$ cat src/logic/chan_fifo.sv
`timescale 1ns/1ps

module chan_fifo #(
   parameter int DEPTH          = 16,
   parameter int WIDTH          = 8,
   parameter int ALMFULL_THRESH = 12
) (
   input  logic             clk,
   input  logic             rst,
   input  logic             push_i,
   input  logic [WIDTH-1:0] push_data_i,
   input  logic             pop_i,
   output logic [WIDTH-1:0] pop_data_o,
   output logic             empty_o,
   output logic             almfull_o
);

   localparam int PTR_W  = (DEPTH > 1) ? $clog2(DEPTH) : 1;
   localparam int FILL_W = $clog2(DEPTH + 1);

   logic [WIDTH-1:0]  mem [DEPTH];
   logic [PTR_W-1:0]  wr_ptr;
   logic [PTR_W-1:0]  rd_ptr;
   logic [FILL_W-1:0] fill;

   // wrap at DEPTH, which need not be a power of two
   function automatic logic [PTR_W-1:0] next_ptr(input logic [PTR_W-1:0] p);
      return (p == PTR_W'(DEPTH - 1)) ? '0 : p + 1'b1;
   endfunction

   // storage
   always_ff @(posedge clk) begin
      if (push_i) begin
         mem[wr_ptr] <= push_data_i;
      end
   end

   // pointers and fill level
   always_ff @(posedge clk) begin
      if (rst) begin
         wr_ptr <= '0;
         rd_ptr <= '0;
         fill   <= '0;
      end else begin
         if (push_i) begin
            wr_ptr <= next_ptr(wr_ptr);
         end
         if (pop_i) begin
            rd_ptr <= next_ptr(rd_ptr);
         end
         case ({push_i, pop_i})
            2'b10:   fill <= fill + 1'b1;
            2'b01:   fill <= fill - 1'b1;
            default: fill <= fill;
         endcase
      end
   end

   // head shown ahead of the pop
   assign pop_data_o = mem[rd_ptr];
   assign empty_o    = (fill == '0);
   assign almfull_o  = (fill > FILL_W'(ALMFULL_THRESH));

   a_no_overflow : assert property (@(posedge clk) disable iff (rst)
      push_i |-> (fill != FILL_W'(DEPTH)));
   a_no_underflow : assert property (@(posedge clk) disable iff (rst)
      pop_i |-> !empty_o);

endmodule

$ cat config.mk
export PLATFORM = sky130hd
export DESIGN_NAME = chan_fifo
export DESIGN_NICKNAME = d
export VERILOG_FILES = /design/src/logic/chan_fifo.sv
export SDC_FILE = /design/constraint.sdc
export NUM_CORES = 1
export LEC_CHECK = 0
export ABC_AREA = 1
export BUFFER_PORTS_ARGS = -buffer_cell sky130_fd_sc_hd__buf_2
export CAP_MARGIN = 20
export CORE_MARGIN = 5
export CORE_UTILIZATION = 60
export CTS_BUF_LIST = sky130_fd_sc_hd__clkbuf_4 sky130_fd_sc_hd__clkbuf_8
export CTS_CLUSTER_DIAMETER = 80
export DETAILED_ROUTE_END_ITERATION = 8
export PLACE_DENSITY = 0.77
export REMOVE_ABC_BUFFERS = 1
export SYNTH_ARGS = -nofsm -noshare
export SYNTH_HDL_FRONTEND = slang
export SYNTH_SLANG_ARGS = --single-unit
$ cat constraint.sdc
create_clock -name clk -period 1.86 [get_ports clk]
set_input_delay 0.279 -clock clk [delete_from_list [all_inputs] [get_ports clk]]
set_output_delay 0.279 -clock clk [all_outputs]
set_load 0.1 [all_outputs]
# Yosys cells after proc, flatten, opt, wreduce, memory -nomap -nowiden
# Memories as Yosys holds them, arrays and structs flattened. A register that Yosys moved wholly into a read port is not among the register bits.
# Cells that the tools add are included.
op_classes:
  addsub: 4
  n_mul: 0
  div_mod_pow: 0
  order_cmp: 1
  eq_ne: 4
  n_shift: 0
  mux: 7
  bitwise_logic: 0
  n_reduce_logical: 2
op_table:
  columns: ["op", "count"]
  rows:
  - ["4-bit 2-to-1 mux", 4]
  - ["5-bit one-hot mux with 2 select lines", 1]
  - ["4-bit by 1-bit adder with 4-bit output (second input constant)", 2]
  - ["4-bit == test (second input constant)", 2]
  - ["5-bit by 1-bit adder with 5-bit output (second input constant)", 1]
  - ["5-bit by 4-bit greater-than comparator with 1-bit output (second input constant)", 1]
  - ["5-bit logical NOT", 1]
  - ["5-bit by 1-bit subtractor with 5-bit output (second input constant)", 1]
  - ["2-bit by 1-bit == test with 1-bit output (second input constant)", 1]
  - ["2-bit == test (second input constant)", 1]
  - ["1-bit 2-to-1 mux", 2]
  - ["2-bit nonzero test", 1]
totals:
  regBits: 13
  latchBits: 0
  ram_bits: 128
  romBits: 0
  inputBits: 12
  elab_cells: 22
  memories: 1
mem_list:
  columns: ["memory", "words", "width", "rd", "rd_clocked_by_memory_dff", "write_ports", "line", "text"]
  rows:
  - ["mem", 16, 8, 1, 1, 1, "21", "logic [WIDTH-1:0] mem [DEPTH];"]

# Logic depth before layout (Yosys ltp)
logic_depth:
  depth_word: 4
  ltp_mapped: 14

# Least setup slack after synthesis
# OpenSTA, ideal clock, no wires.
synth_path:
  path_type: "register to output"
  start: "reg fill[2]"
  end: "out almfull_o"
  arrival_time_ps: 2674
  required_time_ps: 1581
  slack_ps: -1093
  path_stages_with_launch: 3
  n_path_buf: 0
  path_cell_list: "dfxtp_1 > inv_1 > o31ai_1"
synth_between:
  elab_chain_len: 1
synth_lines:
  columns: ["element", "line", "text"]
  rows:
  - ["start: declaration", "24", "logic [FILL_W-1:0] fill;"]
  - ["start signal: assignment", "52", "2'b10: fill <= fill + 1'b1;"]
  - ["start signal: assignment", "53", "2'b01: fill <= fill - 1'b1;"]
  - ["start signal: assignment", "54", "default: fill <= fill;"]
  - ["5-bit by 4-bit greater-than comparator with 1-bit output", "62", "assign almfull_o = (fill > FILL_W'(ALMFULL_THRESH));"]
  - ["end: declaration", "15", "output logic almfull_o"]
# No other way between the ends.

==> metrics.txt <==
DRT antenna net count 0; drt pass-1 iters 7; crit-path max FO 8; worst hold path stage count 2; Switch Pwr between 0.0015 and 0.002 W; Synth top area share 0.622; Post-Synth XOR/XNOR Area 0.00425; LEAKAGE 2.83 nW; Hold Slack between 100 and 150 ps; setup TNS -1580 ps; Synth Area in Simple Gates 0.106; gpl congestion ~0.9; mux cell area share after synthesis 0; dominant synthesized flop cell edfxtp_1; Slew HR 0.727; later-pin clock latency in the skew report 450 ps; largest net degree at the start of global routing 26; synth top area cells edfxtp_1 62%, dfxtp_1 5.5%, inv_1 5.3%, nand3_1 4.5%, nand2_1 4.1%; global-route wire length before repair roughly 22 mm; PD cells around 1000 nW/um2; top post-synthesis cells by count 128 x edfxtp_1, 88 x inv_1, 67 x nand2_1; largest area contributor in the netlist edfxtp_1; Hold Path Class in -> reg; achievable clock frequency roughly 480 MHz; Post-DP HPWL 8.28 mm; Final Critical Period about 2100 ps; Initial Util 0.606; die footprint 12400 um2; placed cell areas about 6700 um2; P_int 0.00554 W; VDD IR-drop max around 600 uV; period utilization 1.13; Die H approximately 110 um; # IOs 22; core box area 10200 um2; row cnt 37; gr ovfl total 0; maximum capacitance violations 0; Num CTS Buffers 17; CTS root buffer clkbuf_8; Clk pwr share 0.363; Critical R2R Launch wr_ptr[0]$_SDFFE_PP0P_; Clock transition at path regs roughly 80 ps; count leader, synth edfxtp_1; RSZ-0062 raised after global routing true; WP data arrival between 1500 and 2000 ps; drt total wl between 10 and 15 mm; Post-synth EDFFs ~130; largest family of logic cells by synthesized area compound AO/OA/AOI/OAI gates; Max clock buf depth 2; register area share after synthesis 0.677; most used cell along the critical path buf_6; run status finished with violations; Final Net Count just over 600; Final setup viols 8; clk_skew 8.82 ps; Critical Path RT around 1600 ps; dpl ws -7.66 ps; area of the mapped netlist around 6200 um2; routed vias 4127; startpoint types register; Setup CP Type reg -> out; worst setup margin -237 ps; initial antenna violation count 0; final hold violations 0; cells along the critical path buf_6, buf_6, o21ai_0, nand3_1, nand3_2, nand2_2, buf_12; Crit path buffers/inverters 3; vias in the first global route roughly 4000; Unique masters post-synth 25; internal reg-to-reg setup slack 270 ps; # hold bufs at CTS 0; Die Wd between 100 and 150 um; worst slew pin tran 408 ps; drt drc 0; YS warnings 0; CP Capture Point pop_data_o[3]; R2R depth 4; CP max stage delay between 400 and 500 ps; Post-synth ARST share 0; Sw Share 0.255; Seq pwr share 0.489; CP top delay family buffers and inverters; Syn Inst Count 540; mean post-synth cell area roughly 11 um2; Max Slew Vio Count 0; H-tree depth 4; Crit. End Element primary output; # clock sinks roughly 150; Critical R2R Capture mem[7][1]$_DFFE_PP_; TritonCTS clock tree yes; layout cells sized above 1 0.216; Adder-Cell Fraction of Synth Area 0.0182; post-synthesis to final-layout area growth 19.7%; GR Util All Layers 0.230; Via density ~5.6; antenna cells 0; failing checks setup timing; post-synthesis compound-gate area fraction 0.116; Yosys reg bits ~150; Comb pwr share 0.148; DRT iter0 DRCs 330; PortBufs 21; CP max-delay cell dfxtp_4; routed length per instance 18.3 um; Final Cell Area roughly 7400 um2; Worst path depth 7
-- worst reg2reg max path, delay by kind of cell (launching register included) --
kind	cells	cell delay (ps)
DFF	1	380
buffers and inverters	1	250
and+or+nand+nor	2	520
adders and majority gates	1	160
-- cell families after synthesis --
logic type | Yosys count
xor+xnor | 3
simple gates | 153
fa+ha+maj | 9
compound gates | 116
buf+inv | 114
flops | 145
-- worst min-delay path by stage --
stage / from / to
6_report: rst / rd_ptr[3]$_SDFFE_PP0P_
5_1_grt: pop_i / register
4_1_cts: pop_i / register
3_5_place_dp: fill[0]$_SDFFE_PP0P_ / fill[0]$_SDFFE_PP0P_
3_3_place_gp: fill[0]$_SDFFE_PP0P_ / fill[0]$_SDFFE_PP0P_
2_1_floorplan: rst / register
-- state kept, by name, summed over array words and instances, names as in the netlist, named ones only --
register	cells
mem	128
fill	5
rd_ptr	4
wr_ptr	4
-- placed cells by master (no fill, tap or decap), drive strengths merged --
cell type  synthesis  layout
clkinv             0       4
clkbuf             5      21
o211ai            32      32
and3               1       1
nand3b             1       1
inv               88      87
o31ai              1       1
clkinvlp           0       4
dfxtp             17      17
xnor2              1       1
xor2               2       2
nor2              25      25
buf               21      55
edfxtp           128     128
a21oi             41      41
bufinv             0       4
ha                 9       9
o21ai             40      40
nand2             67      67
nand3             56      56
o21a               1       1
nor3               3       3
o21bai             1       1
-- metal layers --
| metal | wire length, um | track usage | share of wire | vias up |
|---|---|---|---|---|
| li1 | - | - | - | 1965 |
| met1 | 5340 | 0.287 | 0.40 | 1964 |
| met2 | 6870 | 0.391 | 0.51 | 171 |
| met3 | 910 | 0.0565 | 0.068 | 27 |
| met4 | 343 | 0.0892 | 0.025 | 0 |
| met5 | 0 | 0 | 0 | - |
-- through the flow --
step	std cells	utilization	total power, W
after floorplan	514	-	0.00432
after global placement	698	0.657	0.00467
after detailed placement	698	0.657	0.00470
after CTS	736	0.719	0.00743
after global routing	737	0.726	0.00772
final	737	0.726	0.00745
-- cell type report --
type,count,area [um2]
well taps,136,170
repair buffers,55,616
clock inverters,11,160
fillers,644,2790
multi-input cells,281,1640
inverters,88,334
clock buffers,21,283
flip-flops and latches,145,4190
-- power by group through the flow --
stage	registers [W]	logic, W	clock network (W)
after global routing	0.00365	0.00118	0.00290
after floorplan	0.00376	0.000565	0
after global placement	0.00371	0.000961	0
final	0.00364	0.00110	0.00270
after CTS	0.00364	0.00106	0.00272
after detailed placement	0.00371	0.000986	0
-- timing repair --
action                                  4_1_cts  5_1_grt
endpoints found under the setup margin       10        9
buffers inserted                              6        1
cloned                                        1        0
pin swaps                                    18        7
gates resized for setup                      47       24
Note: power is estimated with default switching activity, not from simulation.
