**src/logic/lat_chan_pkg.sv**
```systemverilog
package lat_chan_pkg;

   //////////////////////////////////////////////////////////////
   // virtual channel codes
   //////////////////////////////////////////////////////////////
   localparam int VC_W = 2;
   // VA lets the channel pick a lane
   localparam logic [VC_W-1:0] VC_VA  = 2'd0;
   localparam logic [VC_W-1:0] VC_VL0 = 2'd1;
   localparam logic [VC_W-1:0] VC_VH0 = 2'd2;
   localparam logic [VC_W-1:0] VC_VH1 = 2'd3;
   // one low latency lane, two high latency lanes
   localparam int NUM_LANES = 3;

   // request and response types
   localparam logic REQ_RDLINE = 1'b0;
   localparam logic REQ_WRLINE = 1'b1;
   localparam logic RSP_RD     = 1'b0;
   localparam logic RSP_WR     = 1'b1;

   // field widths
   // len of L means L+1 cache lines
   localparam int LEN_W   = 2;
   localparam int ADDR_W  = 16;
   localparam int MDATA_W = 12;
   localparam int DATA_W  = 32;

   //////////////////////////////////////////////////////////////
   // record word {vc, type, len, addr, mdata, data}
   //////////////////////////////////////////////////////////////
   localparam int REC_MDATA_LSB = DATA_W;
   localparam int REC_ADDR_LSB  = REC_MDATA_LSB + MDATA_W;
   localparam int REC_LEN_LSB   = REC_ADDR_LSB + ADDR_W;
   localparam int REC_TYPE_LSB  = REC_LEN_LSB + LEN_W;
   localparam int REC_VC_LSB    = REC_TYPE_LSB + 1;
   localparam int REC_W         = REC_VC_LSB + VC_W;

   // response word {vc, rsptype, clnum, addr, mdata, data}
   localparam int RSP_W = VC_W + 1 + LEN_W + ADDR_W + MDATA_W + DATA_W;

   // station countdown width, bounds MAX_DELAY
   localparam int CNT_W = 8;

endpackage

```
**src/logic/vc_steer.sv**
```systemverilog
`timescale 1ns/1ps

module vc_steer import lat_chan_pkg::*; (
   input  logic                 clk,
   input  logic                 rst,
   input  logic [REC_W-1:0]     head_i,
   input  logic                 head_valid_i,
   input  logic [NUM_LANES-1:0] lane_full_i,
   output logic                 pop_o,
   output logic [NUM_LANES-1:0] lane_push_o,
   output logic [REC_W-1:0]     rec_o
);

   logic [VC_W-1:0]      req_vc;
   logic [VC_W-1:0]      sel_vc;
   logic [VC_W-1:0]      last_vc;
   logic [NUM_LANES-1:0] lane_sel;
   logic                 go;

   assign req_vc = head_i[REC_VC_LSB +: VC_W];

   //////////////////////////////////////////////////////////////
   // lane resolution
   //////////////////////////////////////////////////////////////
   always_comb begin
      sel_vc = req_vc;
      if (req_vc == VC_VA) begin
         // pattern is {vl0, vh0, vh1} full
         case ({lane_full_i[0], lane_full_i[1], lane_full_i[2]})
            3'b000: begin
               // all open, rotate from last pick
               case (last_vc)
                  VC_VL0:  sel_vc = VC_VH0;
                  VC_VH0:  sel_vc = VC_VH1;
                  default: sel_vc = VC_VL0;
               endcase
            end
            3'b001, 3'b011: sel_vc = VC_VL0;
            3'b010, 3'b110: sel_vc = VC_VH1;
            3'b100, 3'b101: sel_vc = VC_VH0;
            // every lane full, hold the request
            default: sel_vc = VC_VA;
         endcase
      end
   end

   // lane i carries code i+1
   always_comb begin
      for (int i = 0; i < NUM_LANES; i++) begin
         lane_sel[i] = (sel_vc == VC_W'(i + 1));
      end
   end

   // explicit lane that is full stalls the head
   assign go          = head_valid_i && (|lane_sel) && !(|(lane_sel & lane_full_i));
   assign pop_o       = go;
   assign lane_push_o = go ? lane_sel : '0;

   // chosen code written back into the record
   always_comb begin
      rec_o                          = head_i;
      rec_o[REC_VC_LSB +: VC_W]      = sel_vc;
   end

   // only VA picks move the rotation
   always_ff @(posedge clk) begin
      if (rst) begin
         last_vc <= VC_VA;
      end else if (go && (req_vc == VC_VA)) begin
         last_vc <= sel_vc;
      end
   end

   a_lane_resolved : assert property (@(posedge clk) disable iff (rst)
      (|lane_push_o) |-> (rec_o[REC_VC_LSB +: VC_W] != VC_VA) && $onehot(lane_push_o));

endmodule

```
**config.mk**
```make
export PLATFORM = sky130hd
export DESIGN_NAME = vc_steer
export DESIGN_NICKNAME = d
export VERILOG_FILES = /design/src/logic/lat_chan_pkg.sv /design/src/logic/vc_steer.sv
export SDC_FILE = /design/constraint.sdc
export NUM_CORES = 1
export LEC_CHECK = 0
export BUFFER_PORTS_ARGS = -buffer_cell sky130_fd_sc_hd__buf_2
export CAP_MARGIN = 25
export CORE_UTILIZATION = 28
export DETAILED_ROUTE_END_ITERATION = 16
export PLACE_DENSITY = 0.91
export RECOVER_POWER = 100
export SLEW_MARGIN = 25
export SYNTH_ARGS = -nofsm -noshare
export SYNTH_HDL_FRONTEND = slang
export SYNTH_SLANG_ARGS = --single-unit
```
**constraint.sdc**
```tcl
create_clock -name clk -period 4 [get_ports clk]
set_clock_uncertainty 0.2 [all_clocks]
set_input_delay 0.2 -clock clk [delete_from_list [all_inputs] [get_ports clk]]
set_output_delay 0.2 -clock clk [all_outputs]
set_load 0.01 [all_outputs]
```
# After elaboration in Yosys (flattened, before gate mapping)
# Index checks and enable logic that the tools add are counted.
totals:
  regBits: 2
  input_bits: 71
  output_inout_bits: 69
  elab_cells: 28
classes:
  n_eq_ne: 11
  muxes: 4
  bitwise: 1
  n_reduce_logical: 11
op_table:
  columns: ["operator", "count"]
  rows:
  - ["== test 3 bit (second input constant)", 3]
  - ["case mux 2 bit (4 select lines)", 1]
  - ["== test 2 bit (second input constant)", 3]
  - ["== test 3 x 2 -> 1 bit (second input constant)", 2]
  - ["OR reduction 2 bit", 3]
  - ["OR reduction 3 bit", 2]
  - ["== test 2 x 1 -> 1 bit (second input constant)", 2]
  - ["case mux 2 bit (2 select lines)", 1]
  - ["AND 3 bit", 1]
  - ["== test 3 x 1 -> 1 bit (second input constant)", 1]
  - ["logical AND 1 bit", 3]
  - ["zero test 3 bit", 1]
  - ["2-to-1 mux 3 bit", 1]
  - ["zero test 2 bit", 1]
  - ["2-to-1 mux 2 bit", 1]
  - ["zero test 1 bit", 1]

# Depth between registers and ports, before layout
# Gate-level depths: netlist of the first run.
depth:
  word_depth: 10
  ltp_mapped: 6
  ltp_nobuf: 6

# Worst setup path after synthesis of the first run
# No wires, ideal clock.
synth_path:
  kind: "reg2out"
  from: "register last_vc[1]"
  to: "output lane_push_o[0]"
  arrival_time_ns: 1.486
  required_ns: 3.600
  slack_ns: 2.114
  stages_incl_launch_ff: 7
  n_path_buf: 0
  path_cell_list: "dfxtp_1 -> inv_1 -> ha_1 -> nor2b_1 -> o21ai_0 -> a21o_1 -> and4bb_2"
synth_between:
  elab_chain_cells: 10
synth_lines:
  columns: ["item", "line", "text"]
  rows:
  - ["from (decl)", "vc_steer.sv:16", "logic [VC_W-1:0] last_vc;"]
  - ["from (signal assigned)", "vc_steer.sv:70", "last_vc <= sel_vc;"]
  - ["== test 2 bit / == test 2 x 1 -> 1 bit (equally long branches)", "vc_steer.sv:32", "case (last_vc)"]
  - ["case mux 2 bit (2 select lines) *", "vc_steer.sv:32", null]
  - ["case mux 2 bit (4 select lines) *", "vc_steer.sv:29", "case ({lane_full_i[0], lane_full_i[1], lane_full_i[2]})"]
  - ["2-to-1 mux 2 bit *", "vc_steer.sv:27", "if (req_vc == VC_VA) begin"]
  - ["named net rec_o[64]", "vc_steer.sv:11", "output logic [REC_W-1:0] rec_o"]
  - ["== test 2 x 1 -> 1 bit / == test 2 bit (equally long branches)", "vc_steer.sv:50", "lane_sel[i] = (sel_vc == VC_W'(i + 1));"]
  - ["AND 3 bit", "vc_steer.sv:55", "assign go = head_valid_i && (|lane_sel) && !(|(lane_sel & lane_full_i));"]
  - ["OR reduction 3 bit", "vc_steer.sv:55", null]
  - ["zero test 1 bit", "vc_steer.sv:55", null]
  - ["logical AND 1 bit", "vc_steer.sv:55", null]
  - ["2-to-1 mux 3 bit *", "vc_steer.sv:57", "assign lane_push_o = go ? lane_sel : '0;"]
  - ["to (decl)", "vc_steer.sv:10", "output logic [NUM_LANES-1:0] lane_push_o,"]
# Mark *: on every way through the listed nets, which the timed path passes. The rest lies on a longest branch.

# Worst setup path in the final report of the first run
layout_path:
  from: "register last_vc[1]"
  to: "output lane_push_o[2]"
layout_between:
  elab_chain_cells: 10
layout_lines:
  columns: ["item", "line"]
  rows:
  - ["== test 2 bit / == test 2 x 1 -> 1 bit (equally long branches)", "vc_steer.sv:32"]
  - ["case mux 2 bit (2 select lines) *", "vc_steer.sv:32"]
  - ["case mux 2 bit (4 select lines) *", "vc_steer.sv:29"]
  - ["2-to-1 mux 2 bit *", "vc_steer.sv:27"]
  - ["== test 2 x 1 -> 1 bit / == test 2 bit (equally long branches)", "vc_steer.sv:50"]
  - ["AND 3 bit", "vc_steer.sv:55"]
  - ["OR reduction 3 bit", "vc_steer.sv:55"]
  - ["zero test 1 bit", "vc_steer.sv:55"]
  - ["logical AND 1 bit", "vc_steer.sv:55"]
  - ["2-to-1 mux 3 bit *", "vc_steer.sv:57"]
# Mark *: on every way between the ends. The rest lies on a longest branch, timed or not.

==> parameters.txt, run 1 <==
Parameter                              Value

Logic synthesis
  Synth Register Bits ... 2
  Adder-cell area share of the yosys netlist ... 0.0164
  Cells after synthesis ... 101
  Synthesized area per cell ... 7.54 um2
  Synth unique cells ... 28
  Main combinational cell family by area after synthesis ... buffers and inverters
  Share of cell area taken by muxes after synthesis ... 0.0131
  Sequential cell area fraction in the yosys report ... 0.0525
  Post-synthesis share of cell area spent on xor and xnor gates ... 0
  Synth Warn # ... 0
  Fraction of the mapped netlist area in compound gates ... 0.146
  Mapped Nets ... 173
  Synthesized area ... 762 um2
  Simple-Gate Fraction of Synth Area ... 0.107

Flow run
  Max Cap Viol ... 0

Die
  Top-Level Pins ... 140
  Die W ... 54.2 um
  Starting Density ... 0.302
  Total Die Area ... 0.00293 mm2
  Chip Height ... 54.2 um
  CORE AREA ... 0.00252 mm2
  Standard-cell row count ... 18

Final layout
  Final cell utilization of the core ... 0.161
  Register with the most flip-flops ... last_vc
  Area growth from synthesis to layout ... -46.8%
  Regs by FF count ... last_vc x2
  Sequential cell area ... 40.0 um2
  Layout Cells excl Fill ... between 80 and 90
  Filler Cells Inserted ... 305
  Antenna diode instance count ... 0
  Top library cells by usage in the layout, fill and taps aside ... sky130_fd_sc_hd__buf_2, sky130_fd_sc_hd__inv_1, sky130_fd_sc_hd__clkbuf_1
  Multi-input logic area ... 215 um2
  Number of flip-flops in the largest register ... 2
  Final design area excluding fillers ... 405 um2
  Most common cell after layout, fill and taps aside ... sky130_fd_sc_hd__buf_2
  Share of post-route cells with drive strength above 1 ... 0.222
  Net count reported at finish ... 128

Worst hold path
  Number of stages on the worst hold path ... 0
  Class of the tightest hold or removal check ... in2out

GRT
  Global-route wire length before repair ... 1.93 mm
  Antenna violations before repair ... 0
  Global-route congestion overflow total ... 0
  Largest net degree at the start of global routing ... 8
  Total routing usage reported by global routing ... 0.0937
  Number of global-route vias before repair ... 407

Drt
  Per-cell routed wire length ... between 15 and 20 um
  Routed wire length ... 1.34 mm
  Iteration count of the initial detailed-routing pass ... 4
  Remaining antenna violation count ... 0
  DRC violations left ... 0
  1st-iter DRT viols ... 7
  Vias per inst ... about 4.7
  Via Count ... slightly below 400

Setup path
  Cells along the critical path ... inv_1 > ha_1 > nor2b_1 > o31a_1 > o21ai_0 > and3b_1 > clkbuf_1
  CP endpoint kind ... output pin
  Type of the worst setup path ... reg2out
  Peak per-stage delay on the critical path ... 0.34 ns
  Slowest library cell on the worst path ... sky130_fd_sc_hd__o31a_1
  Cell count along the critical path ... 7
  Element type at the critical path start ... flop
  Critical path buffer and inverter count ... 2
  Required @ worst endpoint ... 3.60 ns
  FF-to-FF path depth ... 6
  Worst-path fanout max ... 5
  Category of cells accounting for the largest share of critical-path delay ... compound AO/OA/AOI/OAI gates
  Arrival time at the worst endpoint ... 1.96 ns

Clock network
  Clock buffers created by TritonCTS ... 3
  Buffer cell driving the clock tree root ... sky130_fd_sc_hd__clkbuf_4
  CTS H-tree lvls ... 1
  Largest buffer count on any clock path ... 2
  CTS tree ... yes
  Clock sink count ... 2
  Clock Latency Late Sink ... 0.23 ns
  CTS clock-pin slew for the worst setup and hold paths ... 0.03 ns

Power and ir drop
  Power density over the cells ... 245 mW/mm2
  Leakage power of the design ... approximately 0.16 nW
  Max VDD drop ... 0.0000891 V
  Power, Total ... 99.2 uW

STA
  Setup repair after global routing missed its margin ... false
  Min setup slack post-route ... 1.64 ns
  Setup TNS ... 0 ns
  Max-Slew Margin vs Limit ... 0.690
  Achievable frequency ... 424 MHz
  Number of failing setup endpoints in the final timing report ... 0
  Transition at the pin with the smallest max-transition slack ... 0.464 ns
  Fin crit share ... 0.589
  Time the final worst path needs with I/O delays and setup ... between 2 and 2.5 ns
  Minimum hold slack ... 0.200 ns
  Hold Violations, Final ... 0
  Max-slew violation count ... 0

Placed design
  Number of cells in the design after placement ... 80
  Placed Instance Area ... 380 um2
  Final RePlAce weighted congestion ... 0.781
  Number of input and output port buffers inserted ... 13
  HPWL reported at the end of detailed placement ... 1.09 mm
  Post-placement setup slack ... 1.92 ns

Run status
  Status ... completed
## path summary, 6_finish.rpt
kind | slack (ns) | start | to
worst min-delay path | 0.20 | head_i[14] | rec_o[14]
worst max-delay path | 1.64 | last_vc[1] | lane_push_o[2]
worst max register to register | 2.15 | last_vc[1] | last_vc[0]
worst min register to register | 0.28 | last_vc[1] | last_vc[1]
## routing by layer
layer	vias up	GRT usage	wire, um
li1	172	-	-
met1	173	0.0933	510
met2	34	0.118	582
met3	16	0.0706	191
met4	0	0.0983	59
met5	-	0	0
## cells in the mapped netlist
library cell	count	area (um2)
sky130_fd_sc_hd__and2_1	1	6.26
sky130_fd_sc_hd__and4bb_2	1	12.5
sky130_fd_sc_hd__ha_1	1	12.5
sky130_fd_sc_hd__a311o_1	1	10.0
sky130_fd_sc_hd__o211ai_1	1	7.51
sky130_fd_sc_hd__inv_1	6	22.5
sky130_fd_sc_hd__buf_6	1	11.3
sky130_fd_sc_hd__a31oi_1	1	6.26
sky130_fd_sc_hd__or2b_1	1	7.51
sky130_fd_sc_hd__buf_4	63	473
sky130_fd_sc_hd__nand2b_1	2	12.5
sky130_fd_sc_hd__a21oi_1	2	10.0
sky130_fd_sc_hd__mux2i_1	1	10.0
sky130_fd_sc_hd__and3b_1	1	8.76
sky130_fd_sc_hd__o21a_1	2	15.0
sky130_fd_sc_hd__o31ai_2	1	12.5
sky130_fd_sc_hd__a211oi_1	1	7.51
sky130_fd_sc_hd__nand2_1	1	3.75
sky130_fd_sc_hd__o221ai_1	1	8.76
sky130_fd_sc_hd__dfxtp_1	2	40.0
sky130_fd_sc_hd__a21o_1	1	7.51
sky130_fd_sc_hd__nor2_1	1	3.75
sky130_fd_sc_hd__o21ai_0	2	10.0
sky130_fd_sc_hd__and3_1	1	6.26
sky130_fd_sc_hd__o31ai_1	1	7.51
sky130_fd_sc_hd__o31a_1	1	8.76
sky130_fd_sc_hd__nor3b_1	1	7.51
sky130_fd_sc_hd__nor2b_1	2	12.5
## cell type report
type,instances,area share
sequential,2,0.0988
clock buffer,3,0.0556
multi-input combinational,29,0.531
inverter,6,0.0556
timing repair buffer,14,0.167
tap,30,0.0926
## cells by family (layout without fill, tap and decap cells)
family	after synthesis	count (layout)
buf+inv	70	23
compound gates	15	15
simple gates	12	12
flops	2	2
fa+ha+maj	1	1
mux	1	1
## report_power, final
part | switching, mW | leakage (nW) | internal (mW)
registers | 0.000482 | 0.0163 | 0.0209
logic | 0.0188 | 0.130 | 0.0140
clock network | 0.0119 | 0.0138 | 0.0331
total | 0.0312 | 0.161 | 0.0680
## timing repair
action / CTS / global route
resized for setup: 0 / 0
hold buffers: 1 / 0
hold endpoints to repair: 1 / 0
setup buffers: 0 / 0
Power figures use the tool's default switching activity.
==> run 2: changes to the inputs <==
--- a/config.mk
+++ b/config.mk
@@ -5,11 +5,12 @@
 export SDC_FILE = /design/constraint.sdc
 export NUM_CORES = 1
 export LEC_CHECK = 0
+export ABC_AREA = 1
 export BUFFER_PORTS_ARGS = -buffer_cell sky130_fd_sc_hd__buf_2
 export CAP_MARGIN = 25
-export CORE_UTILIZATION = 28
+export CORE_UTILIZATION = 26
 export DETAILED_ROUTE_END_ITERATION = 16
-export PLACE_DENSITY = 0.91
+export PLACE_DENSITY = 0.87
 export RECOVER_POWER = 100
 export SLEW_MARGIN = 25
 export SYNTH_ARGS = -nofsm -noshare
==> constraint.sdc (replaced) <==
create_clock -name clk -period 2.3 [get_ports clk]
set_clock_uncertainty 0.2 [all_clocks]
set_input_delay 0.115 -clock clk [delete_from_list [all_inputs] [get_ports clk]]
set_output_delay 0.115 -clock clk [all_outputs]
set_load 0.01 [all_outputs]
==> run 2 against run 1 <==
Compared with the run above: total power grew 75%; combinational power rose by 84%; largest power group unchanged; register-to-register slack lost 1.5 ns; synthesized cell count grew 14%; hold slack got worse by 0.17 ns; first-iteration DRC count increased by 57%; setup slack worse by 1.4 ns; sequential power is 74% higher; sequential share of layout area fell by 0.12 points; non-clock buffer count stayed put; core utilization is 1.1 points lower; via count is 0.76% higher.
==> parameters.txt, run 2 <==
Parameter                              Value

STA
  Setup repair after global routing missed its margin ... false
  Number of failing setup endpoints in the final timing report ... 0 (unchanged)
  Min setup slack post-route ... 0.240 ns (-1.40 ns)
  Setup TNS ... 0 ns (unchanged)
  Fin crit share ... 0.896
  Max-Slew Margin vs Limit ... 0.828 (+0.138)
  Hold Violations, Final ... 0 (unchanged)
  Transition at the pin with the smallest max-transition slack ... 0.257 ns (-0.207 ns)
  Minimum hold slack ... 0.0300 ns (-0.170 ns)
  Time the final worst path needs with I/O delays and setup ... 2.06 ns
  Max-slew violation count ... 0 (unchanged)
  Achievable frequency ... roughly 490 MHz

Drt
  Per-cell routed wire length ... 10.6 um (-34%)
  Routed wire length ... 1.06 mm (-21%)
  Via Count ... 398 (+0.76%)
  1st-iter DRT viols ... 11 (+4)
  Vias per inst ... 3.98 (-15%)
  DRC violations left ... 0 (unchanged)
  Iteration count of the initial detailed-routing pass ... 4 (unchanged)
  Remaining antenna violation count ... 0 (unchanged)

Placed design
  Final RePlAce weighted congestion ... 0.736 (-5.8%)
  Post-placement setup slack ... 0.408 ns (-1.52 ns)
  Number of input and output port buffers inserted ... 13 (unchanged)
  Placed Instance Area ... 379 um2 (-0.33%)
  HPWL reported at the end of detailed placement ... 877 um (-20%)

Die
  Standard-cell row count ... 19 (+1)
  Starting Density ... 0.274 (-0.0284)
  Total Die Area ... 0.00310 mm2 (+5.5%)
  Chip Height ... 55.6 um (+2.7%)
  Top-Level Pins ... 140 (unchanged)
  Die W ... 55.6 um (+2.7%)
  CORE AREA ... 0.00273 mm2 (+8.4%)

Logic synthesis
  Mapped Nets ... 187 (+8.1%)
  Number of flops mapped to enable cells by yosys ... 0 (unchanged)
  Cell types occupying the most area after synthesis ... sky130_fd_sc_hd__buf_4, sky130_fd_sc_hd__nand2_1, sky130_fd_sc_hd__inv_1
  Synthesized area ... 748 um2 (-1.8%)
  Sequential cell area fraction in the yosys report ... 0.0535 (+0.000967)
  Most common cell in the netlist ... sky130_fd_sc_hd__buf_4
  Synthesized area per cell ... 6.51 um2 (-14%)
  Post-synth ARST share ... 0 (unchanged)
  Cells after synthesis ... 115 (+14%)
  Prevailing post-synth register cell ... sky130_fd_sc_hd__dfxtp_1
  Post-synth top cells ... sky130_fd_sc_hd__buf_4, sky130_fd_sc_hd__nand2_1, sky130_fd_sc_hd__inv_1
  Synth Register Bits ... 2 (unchanged)
  Synth area leader ... sky130_fd_sc_hd__buf_4
  Synth unique cells ... 13 (-54%)
  Synth Warn # ... 0 (unchanged)
  Fraction of post-synthesis cell area in the top cell type by area ... 0.632 (+0.0114)

Clock network
  CTS H-tree lvls ... 1 (unchanged)
  Clock buffers created by TritonCTS ... 3 (unchanged)
  Buffer cell driving the clock tree root ... sky130_fd_sc_hd__clkbuf_4
  Post-CTS setup buffers ... 0 (unchanged)
  Clock sink count ... 2 (unchanged)
  CTS clock-pin slew for the worst setup and hold paths ... 0.03 ns (about the same)
  Clock Latency Late Sink ... 0.22 ns (about the same)
  CTS tree ... yes
  Largest buffer count on any clock path ... 2 (unchanged)

GRT
  Largest net degree at the start of global routing ... 7 (-1)
  Number of global-route vias before repair ... 398 (-2.2%)
  Total routing usage reported by global routing ... 0.0704 (-0.0234)
  Global-route congestion overflow total ... 0 (unchanged)
  Global-route wire length before repair ... 1.66 mm (-14%)
  Antenna violations before repair ... 0 (unchanged)

Setup path
  CP endpoint kind ... output pin
  Type of the worst setup path ... reg2out
  Required @ worst endpoint ... 1.99 ns (-1.61 ns)
  Arrival time at the worst endpoint ... 1.75 ns (-0.21 ns)
  Element type at the critical path start ... flop
  Worst-path fanout max ... 5 (unchanged)

Final layout
  Final design area excluding fillers ... 410 um2 (+1.2%)
  Register with the most flip-flops ... last_vc
  Number of flip-flops in the largest register ... 2 (unchanged)
  Top library cells by usage in the layout, fill and taps aside ... sky130_fd_sc_hd__nand2_1, sky130_fd_sc_hd__inv_1, sky130_fd_sc_hd__buf_2
  Most common cell after layout, fill and taps aside ... sky130_fd_sc_hd__nand2_1
  Area growth from synthesis to layout ... -45.2%
  Share of post-route cells with drive strength above 1 ... 0.304 (+0.0821)
  Antenna diode instance count ... 0 (unchanged)
  Regs by FF count ... last_vc x2
  Net count reported at finish ... 143 (+12%)

Run status
  Status ... completed

Power and ir drop
  Max VDD drop ... 0.000121 V (+36%)
  Power density over the cells ... 423 mW/mm2 (+73%)
  Leakage power of the design ... 0.253 nW (+58%)

Worst hold path
  Class of the tightest hold or removal check ... in2out

Flow run
  Max Cap Viol ... 0 (unchanged)
run 2: kinds of logic after synthesis:
family / after synthesis / synth area share
buf+inv: 79 / 0.712
simple gates: 33 / 0.217
fa+ha+maj: 1 / 0.0167
flops: 2 / 0.0535
run 2: routing by layer:
layer,vias up,track usage,share of wire
li1,188,-,-
met1,158,0.0601,0.33
met2,28,0.0843,0.40
met3,24,0.0488,0.16
met4,0,0.114,0.11
met5,-,0,0
run 2: final timing paths:
check / start / endpoint / slack [ns] / cells after the start
max: last_vc[1] / lane_push_o[0] / 0.24 / 13
min: head_i[1] / rec_o[1] / 0.03 / 0
max reg2reg: last_vc[1] / last_vc[0] / 0.61 / 13
min reg2reg: last_vc[0] / last_vc[0] / 0.31 / 4
run 2: critical path, stage by stage (launching register included):
cell                       delay (ns)
sky130_fd_sc_hd__dfxtp_1         0.30
sky130_fd_sc_hd__inv_1           0.04
sky130_fd_sc_hd__ha_1            0.26
sky130_fd_sc_hd__inv_1           0.03
sky130_fd_sc_hd__nand2_1         0.05
sky130_fd_sc_hd__nand3_1         0.08
sky130_fd_sc_hd__nand2_1         0.08
sky130_fd_sc_hd__nand2_2         0.07
sky130_fd_sc_hd__nand3_1         0.12
sky130_fd_sc_hd__nand2_1         0.07
sky130_fd_sc_hd__inv_2           0.07
sky130_fd_sc_hd__nand2_2         0.07
sky130_fd_sc_hd__nor2_1          0.12
sky130_fd_sc_hd__clkbuf_2        0.15
run 2: report_power, final:
| part | switching [mW] | internal [mW] |
|---|---|---|
| registers | 0.000607 | 0.0366 |
| clock network | 0.0183 | 0.0574 |
| logic | 0.0377 | 0.0228 |
run 2: cell type report:
cell class                 instances  area, um2
timing repair buffer              14       71.3
inverter                          16       60.1
sequential                         2       40.0
multi-input combinational         34        178
fill                             318       2320
clock buffer                       3       22.5
tap                               31       38.8
run 2: metrics by stage:
step                      total power, mW   util  std cells
after floorplan                     0.191      -        115
after global placement             0.0968  0.139         96
after detailed placement           0.0982  0.139         96
after CTS                           0.181  0.151        100
after global routing                0.192  0.150        100
final                               0.173  0.150        100
run 2: what timing repair did:
item	4_1_cts	5_1_grt
endpoints found under the hold margin	2	0
gates resized for setup	0	1
hold buffers	1	0
endpoints found under the setup margin	0	1
