### src/logic/lat_chan_pkg.sv
package lat_chan_pkg;

   //////////////////////////////////////////////////////////////
   // virtual channel codes
   //////////////////////////////////////////////////////////////
   localparam int VC_W = 2;
   // VA lets the channel pick a lane
   localparam logic [VC_W-1:0] VC_VA  = 2'd0;
   localparam logic [VC_W-1:0] VC_VL0 = 2'd1;
   localparam logic [VC_W-1:0] VC_VH0 = 2'd2;
   localparam logic [VC_W-1:0] VC_VH1 = 2'd3;
   // one low latency lane, two high latency lanes
   localparam int NUM_LANES = 3;

   // request and response types
   localparam logic REQ_RDLINE = 1'b0;
   localparam logic REQ_WRLINE = 1'b1;
   localparam logic RSP_RD     = 1'b0;
   localparam logic RSP_WR     = 1'b1;

   // field widths
   // len of L means L+1 cache lines
   localparam int LEN_W   = 2;
   localparam int ADDR_W  = 16;
   localparam int MDATA_W = 12;
   localparam int DATA_W  = 32;

   //////////////////////////////////////////////////////////////
   // record word {vc, type, len, addr, mdata, data}
   //////////////////////////////////////////////////////////////
   localparam int REC_MDATA_LSB = DATA_W;
   localparam int REC_ADDR_LSB  = REC_MDATA_LSB + MDATA_W;
   localparam int REC_LEN_LSB   = REC_ADDR_LSB + ADDR_W;
   localparam int REC_TYPE_LSB  = REC_LEN_LSB + LEN_W;
   localparam int REC_VC_LSB    = REC_TYPE_LSB + 1;
   localparam int REC_W         = REC_VC_LSB + VC_W;

   // response word {vc, rsptype, clnum, addr, mdata, data}
   localparam int RSP_W = VC_W + 1 + LEN_W + ADDR_W + MDATA_W + DATA_W;

   // station countdown width, bounds MAX_DELAY
   localparam int CNT_W = 8;

endpackage

### src/logic/wait_station.sv
`timescale 1ns/1ps

module wait_station import lat_chan_pkg::*; (
   input  logic             clk,
   input  logic             rst,
   input  logic             load_i,
   input  logic [REC_W-1:0] rec_i,
   input  logic [CNT_W-1:0] delay_i,
   input  logic             release_i,
   output logic             busy_o,
   output logic             ready_o,
   output logic [REC_W-1:0] rec_o
);

   // station states
   localparam logic [1:0] ST_IDLE  = 2'd0;
   localparam logic [1:0] ST_COUNT = 2'd1;
   localparam logic [1:0] ST_READY = 2'd2;

   logic [1:0]       state;
   logic [CNT_W-1:0] cnt;
   logic [REC_W-1:0] rec_q;

   // held record
   always_ff @(posedge clk) begin
      if (load_i) begin
         rec_q <= rec_i;
      end
   end

   //////////////////////////////////////////////////////////////
   // countdown fsm, ready delay+1 cycles after load
   //////////////////////////////////////////////////////////////
   always_ff @(posedge clk) begin
      if (rst) begin
         state <= ST_IDLE;
         cnt   <= '0;
      end else begin
         case (state)
            ST_IDLE: begin
               if (load_i) begin
                  state <= ST_COUNT;
                  cnt   <= delay_i;
               end
            end
            ST_COUNT: begin
               if (cnt == '0) begin
                  state <= ST_READY;
               end else begin
                  cnt <= cnt - 1'b1;
               end
            end
            ST_READY: begin
               // freed on the last unrolled line
               if (release_i) begin
                  state <= ST_IDLE;
               end
            end
            default: state <= ST_IDLE;
         endcase
      end
   end

   assign busy_o  = (state != ST_IDLE);
   assign ready_o = (state == ST_READY);
   assign rec_o   = rec_q;

endmodule

### config.mk
export PLATFORM = sky130hd
export DESIGN_NAME = wait_station
export DESIGN_NICKNAME = d
export VERILOG_FILES = /design/src/logic/lat_chan_pkg.sv /design/src/logic/wait_station.sv
export SDC_FILE = /design/constraint.sdc
export NUM_CORES = 1
export LEC_CHECK = 0
export BUFFER_PORTS_ARGS = -buffer_cell sky130_fd_sc_hd__buf_4
export CAP_MARGIN = 20
export CORE_MARGIN = 5
export CORE_UTILIZATION = 40
export CTS_CLUSTER_SIZE = 20
export DETAILED_ROUTE_END_ITERATION = 10
export GPL_ROUTABILITY_DRIVEN = 0
export GPL_TIMING_DRIVEN = 0
export PLACE_DENSITY = 0.79
export SLEW_MARGIN = 40
export SYNTH_ARGS = -nofsm -noshare
export SYNTH_HDL_FRONTEND = slang
export SYNTH_SLANG_ARGS = --single-unit
### constraint.sdc
create_clock -name clk -period 1.35 [get_ports clk]
set_input_delay 0.0675 -clock clk [delete_from_list [all_inputs] [get_ports clk]]
set_output_delay 0.0675 -clock clk [all_outputs]
set_load 0.05 [all_outputs]
== Word-level counts from Yosys, hierarchy flattened ==
Cells that the tools add are included.

* Output and inout port bits: 67
* Word-level logic and storage cells: 23
* Input bits: 77
* Register bits after elaboration: 75

* Equal/unequal tests: 6
* Mux-type cells: 7
* $add $sub $neg: 1
* Reduce and logical (&&, ||, !) cells: 6

{| class="wikitable"
|+ Operators by type and width
! kind !! count
|-
| $mux 8 || 2
|-
| $pmux 8 s2 || 1
|-
| $logic_not 8->1 || 1
|-
| $ne 2x2->1 const B || 4
|-
| $sub 8x1->8 const B || 1
|-
| $mux 2 || 3
|-
| $pmux 2 s3 || 1
|-
| $reduce_and 3->1 || 2
|-
| $reduce_bool 2->1 || 2
|-
| $eq 2x1->1 const B || 1
|-
| $eq 2x2->1 const B || 1
|-
| $logic_not 2->1 || 1
|}

== Depth between registers and ports, before layout ==
Gate-level depths: netlist of the first run.

* Depth after elaboration: 3
* Depth in mapped cells: 6
* Mapped depth without buffers: 6

== Worst setup path before layout of the first run ==
Ideal clock, no wire load.

* Path kind: register to register
* Start point: register state[1]
* End point: register state[1]
* Buffers on the path: 0
* Stages on the path, launching flop included: 4
* Required time: 1.280 ns
* Arrival: 1.431 ns
* Library setup time: 0.070 ns
* Path slack: -0.150 ns
* Cells stage by stage: dfxtp_1 > nor2b_1 > nand2b_1 > a21oi_1

* Cells in the longest elaborated chain, start to end: 3
* Elaborated cells on any way between the ends: 8

{| class="wikitable"
|+ Ends and longest elaborated chain
! what !! RTL line !! RTL
|-
| start: declaration || wait_station.sv:20 || <nowiki>logic [1:0] state;</nowiki>
|-
| start signal: assignment || wait_station.sv:36 || <nowiki>state <= ST_IDLE;</nowiki>
|-
| start signal: assignment || wait_station.sv:42 || <nowiki>state <= ST_COUNT;</nowiki>
|-
| start signal: assignment || wait_station.sv:48 || <nowiki>state <= ST_READY;</nowiki>
|-
| $eq 2x2->1 (*) || n/a ||
|-
| net ready_o || wait_station.sv:11 || <nowiki>output logic ready_o,</nowiki>
|-
| $ne 2x2->1 (no source line) || n/a ||
|-
| $reduce_and 3->1 (no source line) || n/a ||
|}

Mark *: on every way through the listed nets, which the timed path passes. The rest lies on a longest branch.
A chain may end at the register's enable or synchronous reset.

== Worst setup path in the final report of the first run ==
* Start point: register cnt[1]
* End point: register cnt[3]

* Cells in the longest elaborated chain, start to end: 3
* Elaborated cells on any way between the ends: 6

{| class="wikitable"
|+ Ends and longest elaborated chain
! what !! RTL line !! RTL
|-
| start: declaration || wait_station.sv:21 || <nowiki>logic [CNT_W-1:0] cnt;</nowiki>
|-
| start signal: assignment || wait_station.sv:43 || <nowiki>cnt <= delay_i;</nowiki>
|-
| start signal: assignment || wait_station.sv:50 || <nowiki>cnt <= cnt - 1'b1;</nowiki>
|-
| $sub 8x1->8 / $logic_not 8->1 (equally long branches) || wait_station.sv:50, wait_station.sv:47 ||
|-
| $mux 8 / $ne 2x2->1 (equally long branches) || n/a ||
|-
| $pmux 8 s2 / $reduce_and 3->1 (equally long branches) || n/a ||
|}

Parallel ways exist; a longest one is shown, timed or not. The select of a mux whose other input is x is not followed.

==> metrics.txt, run 1 <==
fin nets=459; clock-pin slew on the worst setup and hold paths=0.07 ns; Multi-input gate area=536 µm²; initial antenna violation count=0; register bit total from synthesis=75; Sink Count=75; vias in the first global route=2315; Max Freq=659 MHz; Pins Over Slew Limit=0; global route total overflow=0; synth unique cells=36; Area Growth Syn to Fin=84.7%; combinational power share=0.328; row cnt=29; reg2reg path depth=8; min Tclk post-route=1.52 ns; RR Endpoint=cnt[3]; filler cell count=345; TritonCTS clock tree=done; final WL=9930 µm; Initial DRT Pass Iterations=4; vias per cell=4.95; die area=0.00833 mm²; Post-synth EDFFs=65; drt drc=0; Setup WS post-layout=-0.167 ns; Pint=4350 µW; asr flop ratio synth=0; Worst Min Path Start=delay_i[5]; Relative slew margins=0.447; pre-CTS setup slack=-0.425 ns; worst skew pair latency=0.33 ns; top_reg_cell synth=edfxtp_1; register area=0.00216 mm²; antenna viol nets, final=0; Mapped Cells=147; result of the run=complete, but fails checks; post-layout util=0.764; RSZ-0062 raised after global routing=true; most frequent cells in the layout=buf_4, dlygate4sd3_1, edfxtp_1, buf_6, clkbuf_8; PortBufs=142; GRT Overall Usage=0.236; launch point of the worst reg-to-reg path=cnt[1]; Crit Path Max Fanout=4; Synth Net Count=226; final critical-path share of the clock period=1.12; Clock Skews=0.00240 ns; pin count of the biggest net entering global routing=69; Starting Density=0.414; Max-Cap Viols=0; DP HPWL=5520 µm; Clk pwr share=0.226; reg2reg setup slack=-0.17 ns; worst-margin pin slew=0.830 ns; share of cells above drive strength 1=0.521; Final Hold Fails=0; synthesized area per cell=18.0 µm²; Hold EP=cnt[5]; Synthesis Warnings=0; peak supply drop=0.854 mV; Data required, critical path=1.57 ns; failing checks=setup timing; Die H=91.3 µm; Tot Pwr=6520 µW; # diodes=0; leakage power=0.00204 µW; first-pass GRT wire length=14600 µm; worst min-delay path category=input pin to flip-flop; total CTS buffers=9; most common cell after layout, fill and taps aside=buf_4; CTS H-tree depth=3; Cells on Worst Hold Path=3; endpoints failing setup=10; CP Launch Type=flip-flop; Max clock buf depth=2; vias after detailed routing=2283; DRT iter0 DRCs=132; P per Cell Area=1340 mW/mm²; DR WL/cell=21.5 µm; Core Box Area=0.00639 mm²; Mapped Area=0.00264 mm²; Seq pwr share=0.446; die span in x=91.3 µm; Worst EP arrival=1.74 ns; Sw Ratio=0.334; final setup TNS=-1.12 ns; CP Capture Type=flip-flop; CP Class=flip-flop to flip-flop; Seq/Total Area, Yosys=0.815; I/O pin total=144; root buffer cell=clkbuf_8; sw power=2180 µW; hold_ws=0.0311 ns
-- metrics by stage --
stage	instance area [µm²]	instances
2_1_floorplan	2670	147
3_3_place_gp	3830	366
3_5_place_dp	3830	366
4_1_cts	4760	457
5_1_grt	4880	461
6_report	4880	461
-- flip-flops by register name (all words and copies together), names as in the netlist --
| name | cells |
|---|---|
| rec_o | 65 |
| state | 2 |
| cnt | 8 |
-- critical path, cell delays in order (launching register included) --
cell     delay (ns)
dfxtp_2        0.36
inv_4          0.05
ha_4           0.14
nor4b_4        0.12
buf_6          0.14
buf_6          0.11
a311o_1        0.27
o21ai_1        0.14
a21oi_1        0.08
-- final cells by class --
cell class / count / area share
sequential: 75 / 0.442
timing repair buffer: 223 / 0.385
multi-input combinational: 63 / 0.110
clock buffer: 10 / 0.0262
tap: 77 / 0.0198
clock inverter: 5 / 0.00641
buffer: 3 / 0.00616
inverter: 5 / 0.00436
-- cells in the mapped netlist, types with 2 or more instances --
| cell type | number | share of area |
|---|---|---|
| edfxtp_1 | 65 | 0.74 |
| dfxtp_1 | 10 | 0.076 |
| nand2b_1 | 3 | 0.0071 |
| nand2_1 | 4 | 0.0057 |
| nor2_1 | 6 | 0.0085 |
| and2_1 | 5 | 0.012 |
| o21ai_0 | 4 | 0.0076 |
| nor2b_1 | 2 | 0.0047 |
| a211oi_1 | 2 | 0.0057 |
| nor3_1 | 4 | 0.0076 |
| a21oi_1 | 8 | 0.015 |
| nor4_1 | 3 | 0.0071 |
| inv_1 | 5 | 0.0071 |
| ha_1 | 2 | 0.0095 |
| or3_1 | 2 | 0.0047 |
| buf_6 | 2 | 0.0085 |
-- how the worst max path moves through the flow --
| stage | from | to | slack [ns] | depth (start not counted) |
|---|---|---|---|---|
| 6_report | cnt[1] | cnt[3] | -0.17 | 8 |
| 5_1_grt | cnt[0] | cnt[1] | -0.21 | 8 |
| 4_1_cts | cnt[1] | state[0] | -0.22 | 7 |
| 3_5_place_dp | load_i | cnt[5] | -0.43 | 5 |
| 3_3_place_gp | load_i | cnt[5] | -0.34 | 5 |
| 2_1_floorplan | cnt[0] | cnt[0] | -0.04 | 6 |
-- kinds of logic after synthesis --
group | count (synthesis) | share of synthesized area
buffers and inverters | 9 | 0.0199
adder cells (fa/ha/maj) | 2 | 0.00947
flip-flops | 75 | 0.815
AO/OA/AOI/OAI | 24 | 0.0682
AND/OR/NAND/NOR | 37 | 0.0876
-- power groups by stage --
stage	Sequential [µW]	Combinational [µW]	Clock (µW)
after global routing	2930	2240	1590
after detailed placement	2930	1600	0
after CTS	2880	1920	1460
final	2910	2140	1470
after global placement	2910	1570	0
after floorplan	3470	474	0
-- per-layer routing --
| layer | up-vias | GRT usage | routed length, µm |
|---|---|---|---|
| li1 | 1031 | - | - |
| met1 | 1142 | 0.291 | 3990 |
| met2 | 103 | 0.410 | 5230 |
| met3 | 7 | 0.0612 | 638 |
| met4 | 0 | 0.0623 | 76 |
| met5 | - | 0 | 0 |
-- timing repair --
action | CTS | global route
endpoints found under the hold margin | 72 | 0
resized for setup | 12 | 21
pin swaps | 11 | 8
buffers inserted | 9 | 4
hold buffers | 68 | 0
endpoints found under the setup margin | 9 | 12
Power figures use the tool's default switching activity.
==> run 2, diff against run 1 <==
CELL_PAD_IN_SITES_DETAIL_PLACEMENT = 0   (was unset)
CELL_PAD_IN_SITES_GLOBAL_PLACEMENT = 1   (was unset)
CORE_UTILIZATION = 31   (was 40)
PLACE_DENSITY = 0.78   (was 0.79)
==> run 2 against run 1 <==
Net effect:
- critical endpoint is now cnt[1]
- largest cell class unchanged
- cell count up 4.8%
- the flow still finishes with violations (setup timing)
- fmax barely moved
- clock skew is 0.0015 ns higher
- setup slack worse by 0.0015 ns
- utilization decreased by 18 points
==> metrics.txt, run 2 (synthesis results as in run 1) <==
worst-margin pin slew=0.829 ns (-0.000678 ns); CTS H-tree depth=3 (unchanged); TritonCTS clock tree=done; failing checks=setup timing; Die H=102 µm (+12%); GRT Overall Usage=0.166 (-0.0691); pre-CTS setup slack=-0.398 ns (+0.0273 ns); fin nets=453 (-1.3%); Top delay family on crit path=buffers and inverters; peak supply drop=0.565 mV (-34%); Cells on Worst Hold Path=3 (unchanged); hold_ws=0.0520 ns (+0.0209 ns); number of buffers and inverters on the critical path=4 (+1); DP HPWL=5500 µm (-0.35%); antenna viol nets, final=0 (unchanged); CP max stage delay=0.33 ns (-0.03 ns); final WL=8860 µm (-11%); most common cell after layout, fill and taps aside=buf_4; Core Box Area=0.00826 mm² (+29%); Data required, critical path=1.60 ns (+0.03 ns); worst min-delay path category=input pin to flip-flop; result of the run=complete, but fails checks; slowest stage cell on the critical path=dfxtp_2; worst skew pair latency=0.33 ns (about the same); max reg flops=65 (unchanged); root buffer cell=clkbuf_8; drt drc=0 (unchanged); fin cells=483 (+4.8%); RR Endpoint=cnt[1]; Relative slew margins=0.447 (+0.000452); Max clock buf depth=2 (unchanged); Pins Over Slew Limit=0 (unchanged); most frequent cells in the layout=buf_4, dlygate4sd3_1, edfxtp_1, clkbuf_8, a21oi_1; PortBufs=142 (unchanged); CP Class=flip-flop to flip-flop; Worst EP arrival=1.77 ns (+0.03 ns); reg2reg setup slack=-0.17 ns (about the same); Worst Min Path Start=delay_i[7]; reg2reg path depth=8 (unchanged); row cnt=33 (+14%); # diodes=0 (unchanged); Max Freq=659 MHz (about the same); Setup WS post-layout=-0.168 ns (-0.00150 ns); vias per cell=4.52 (-8.8%); DR WL/cell=18.3 µm (-15%); post-layout util=0.580 (-0.184); Initial DRT Pass Iterations=4 (unchanged); Area Growth Syn to Fin=81.4%; endpoints failing setup=7 (-3); die span in x=102 µm (+12%); Max-Cap Viols=0 (unchanged); P per Cell Area=1310 mW/mm² (-2.2%); initial antenna violation count=0 (unchanged); Inst Count DP=394 (+7.7%); leakage power=0.00198 µW (-2.9%); vias after detailed routing=2181 (-4.5%); DRT iter0 DRCs=91 (-31%); CP Capture Type=flip-flop; worst-path cell chain=inv_2, ha_4, nor4b_4, buf_6, a311oi_4, buf_6, buf_4, a211oi_1; final critical-path share of the clock period=1.12 (about the same); I/O pin total=144 (unchanged); first-pass GRT wire length=12900 µm (-12%); RSZ-0062 raised after global routing=true; Hold EP=cnt[7]; filler cell count=620 (+80%); share of cells above drive strength 1=0.492 (-0.0288); launch point of the worst reg-to-reg path=cnt[0]; total CTS buffers=9 (unchanged); vias in the first global route=2278 (-1.6%); Crit Path Max Fanout=6 (+2); Sink Count=75 (unchanged); Final Hold Fails=0 (unchanged); pin count of the biggest net entering global routing=69 (unchanged); min Tclk post-route=1.52 ns (+0.00150 ns); CP Launch Type=flip-flop; Clock Skews=0.00395 ns (+0.00155 ns); clock-pin slew on the worst setup and hold paths=0.07 ns (about the same); die area=0.0105 mm² (+26%); Starting Density=0.320 (-0.0937); cell mode on critical path=buf_6; global route total overflow=0 (unchanged)
## run 2: report_power, final
group / total [µW] / internal, µW / switching, µW
Sequential: 2880 / 2750 / 130
Clock: 1480 / 656 / 828
Combinational: 1900 / 794 / 1110
## run 2: how the worst max path moves through the flow
stage,startpoint,endpoint,slack [ns],cells after the start
final,cnt[0],cnt[1],-0.17,8
after global routing,cnt[3],cnt[1],-0.23,5
after CTS,cnt[1],cnt[0],-0.21,8
after detailed placement,load_i,cnt[5],-0.40,5
after global placement,load_i,cnt[5],-0.37,5
after floorplan,cnt[0],cnt[0],-0.04,6
## run 2: area by class of cell
class	instances	area [µm²]	share of cell area
clock inverters	6	41.3	0.00862
flip-flops and latches	75	2160	0.450
clock buffers	9	124	0.0259
well taps	105	131	0.0274
multi-input cells	63	484	0.101
repair buffers	216	1800	0.376
plain buffers	4	33.8	0.00705
inverters	5	18.8	0.00392
## run 2: routing by layer
| layer | part of all wire | track usage | vias to the layer above | wire, µm |
|---|---|---|---|---|
| met1 | 0.37 | 0.187 | 1045 | 3300 |
| met2 | 0.51 | 0.296 | 104 | 4530 |
| met4 | 0.014 | 0.0494 | 0 | 121 |
| li1 | - | - | 1019 | - |
| met5 | 0 | 0 | - | 0 |
| met3 | 0.10 | 0.0594 | 13 | 903 |
## run 2: worst min-delay path: stages
cell and delay, ns:
buf_4 0.08, a22oi_1 0.08, o32ai_2 0.12
## run 2: what timing repair did
item | in CTS | in global routing
pin swaps | 2 | 5
resized for setup | 2 | 12
endpoints found under the setup margin | 9 | 11
hold endpoints to repair | 73 | 0
hold buffers | 69 | 0
setup buffers | 5 | 1
## run 2: through the flow
stage          TNS [ns]  power (µW)  cell area [µm²]
6_report         -0.819        6270             4790
5_1_grt           -1.44        6590             4790
4_1_cts           -1.38        6270             4770
3_5_place_dp      -2.88        4540             3860
3_3_place_gp      -2.58        4500             3860
2_1_floorplan   -0.0469        3940             2670
==> run 3, diff against run 2 <==
MAX_ROUTING_LAYER = met4   (was unset)
clock period = 1.25 ns   (was 1.35 ns; I/O delays follow)
==> run 3 against run 2 <==
Net effect:
- the run still ends with setup timing left
- clock power increased by 49%
- first-iteration DRC count decreased by 44%
- sequential share of layout area decreased by 0.77 points
- highest routed layer unchanged
- via count decreased by 0.46%
- register-to-register slack got worse by 0.10 ns
- global-route usage increased by 0.056 points
- wire length decreased by 1.8%
- critical endpoint is now cnt[7]
==> metrics.txt, run 3 (synthesis results as in run 1) <==
clock-pin slew on the worst setup and hold paths=0.07 ns (about the same); peak supply drop=0.741 mV (+31%); post-layout util=0.591 (+0.0111); Relative slew margins=0.441 (-0.00668); root buffer cell=clkbuf_8; worst-margin pin slew=0.839 ns (+0.0100 ns); reg2reg path depth=8 (unchanged); max reg flops=65 (unchanged); endpoints failing setup=10 (+3); vias per cell=4.49 (-0.46%); initial antenna violation count=0 (unchanged); Seq pwr share=0.421 (-0.039); I/O pin total=144 (unchanged); Worst Min Path Start=delay_i[7]; drt drc=0 (unchanged); Hold EP=cnt[7]; Sw Ratio=0.303 (-0.0269); Multi-input gate area=500 µm² (+3.4%); Worst EP arrival=1.74 ns (-0.03 ns); Crit Path Max Fanout=7 (+1); Clk pwr share=0.299 (+0.062); filler cell count=627 (+1.1%); RR Endpoint=cnt[7]; most common cell after layout, fill and taps aside=buf_4; # diodes=0 (unchanged); DR WL/cell=18.0 µm (-1.8%); pin count of the biggest net entering global routing=69 (unchanged); worst skew pair latency=0.34 ns (about the same); Area Growth Syn to Fin=84.8%; final WL=8700 µm (-1.8%); CP Class=flip-flop to flip-flop; DRT iter0 DRCs=51 (-44%); DP HPWL=5530 µm (+0.53%); TritonCTS clock tree=done; row cnt=33 (unchanged); Cells on Worst Hold Path=3 (unchanged); P per Cell Area=1520 mW/mm² (+16%); sw power=2240 µW (+8.4%); pre-CTS setup slack=-0.510 ns (-0.112 ns); Data required, critical path=1.47 ns (-0.13 ns); CTS H-tree depth=3 (unchanged); Sink Count=75 (unchanged); CP Launch Point=cnt[0]; most frequent cells in the layout=buf_4, dlygate4sd3_1, edfxtp_1, clkbuf_8, a21oi_1; Starting Density=0.320 (unchanged); global route total overflow=0 (unchanged); Max clock buf depth=2 (unchanged); Pint=5160 µW (+23%); launch point of the worst reg-to-reg path=cnt[0]; combinational power share=0.279 (-0.024); Die H=102 µm (unchanged); die span in x=102 µm (unchanged); Initial DRT Pass Iterations=4 (unchanged); total CTS buffers=9 (unchanged); GRT Overall Usage=0.167 (+0.000563); Setup WS post-layout=-0.269 ns (-0.101 ns); failing checks=setup timing; CP Capture Type=flip-flop; Clock Skews=0.00693 ns (+0.00298 ns); worst min-delay path category=input pin to flip-flop; CP Launch Type=flip-flop; leakage power=0.00203 µW (+2.5%); Max-Cap Viols=0 (unchanged); antenna viol nets, final=0 (unchanged); fin nets=453 (unchanged); reg2reg setup slack=-0.27 ns (-0.10 ns); share of cells above drive strength 1=0.503 (+0.0106); min Tclk post-route=1.52 ns (+0.000706 ns); Final Hold Fails=0 (unchanged); final critical-path share of the clock period=1.22 (+0.0905); vias after detailed routing=2171 (-0.46%); die area=0.0105 mm² (unchanged); Pins Over Slew Limit=0 (unchanged); Core Box Area=0.00826 mm² (unchanged); first-pass GRT wire length=12500 µm (-3.0%); register area=0.00216 mm² (+0.17%); result of the run=complete, but fails checks; Max Freq=658 MHz (about the same); PortBufs=142 (unchanged); RSZ-0062 raised after global routing=true; vias in the first global route=2245 (-1.4%)
run 3: metal layers:
metal | share of wire | routed length, µm | GRT usage
met5 | 0 | 0 | -
met4 | 0.014 | 123 | 0.0525
met3 | 0.091 | 792 | 0.0546
met2 | 0.50 | 4310 | 0.281
met1 | 0.40 | 3470 | 0.189
run 3: power by group through the flow:
| stage | combinational [µW] | sequential [µW] | clock, µW |
|---|---|---|---|
| global placement | 1710 | 3150 | 0 |
| floorplan | 514 | 3750 | 0 |
| finish | 2070 | 3120 | 2210 |
| detailed placement | 1720 | 3160 | 0 |
| global route | 2180 | 3140 | 2380 |
| CTS | 2010 | 3110 | 2260 |
run 3: worst max-delay path by stage:
stage | cells past startpoint | slack, ns | to
floorplan | 6 | -0.14 | cnt[0]
global placement | 5 | -0.48 | cnt[5]
detailed placement | 5 | -0.51 | cnt[5]
CTS | 7 | -0.24 | cnt[3]
global route | 8 | -0.35 | cnt[7]
finish | 8 | -0.27 | cnt[7]
run 3: area by class of cell:
type,count,share of cell area
plain buffers,3,0.00615
clock buffers,9,0.0254
clock inverters,6,0.0231
inverters,5,0.00384
multi-input cells,63,0.103
flip-flops and latches,75,0.442
well taps,105,0.0269
repair buffers,217,0.370
run 3: worst max-delay path: stages, from the launching register on:
cell,delay [ns]
dfxtp_2,0.33
inv_2,0.08
ha_4,0.12
nor4b_4,0.27
buf_4,0.19
a311oi_4,0.08
buf_6,0.18
nand2b_4,0.09
o32ai_2,0.06
run 3: timing repair:
item | 4_1_cts | 5_1_grt
gates resized for setup | 10 | 6
endpoints found under the setup margin | 11 | 11
pin swaps | 11 | 4
setup buffers | 6 | 1
hold buffers | 69 | 0
endpoints found under the hold margin | 73 | 0
run 3: metrics by stage:
stage,hold WS (ns),power (µW),area (µm²),TNS [ns],cells
after CTS,0.0148,7380,4850,-1.75,482
after detailed placement,0.242,4890,3860,-3.76,394
after floorplan,0.161,4260,2670,-0.614,147
after global routing,0.0296,7710,4880,-2.97,483
after global placement,0.241,4860,3860,-3.51,394
final,0.0381,7400,4880,-2.00,483
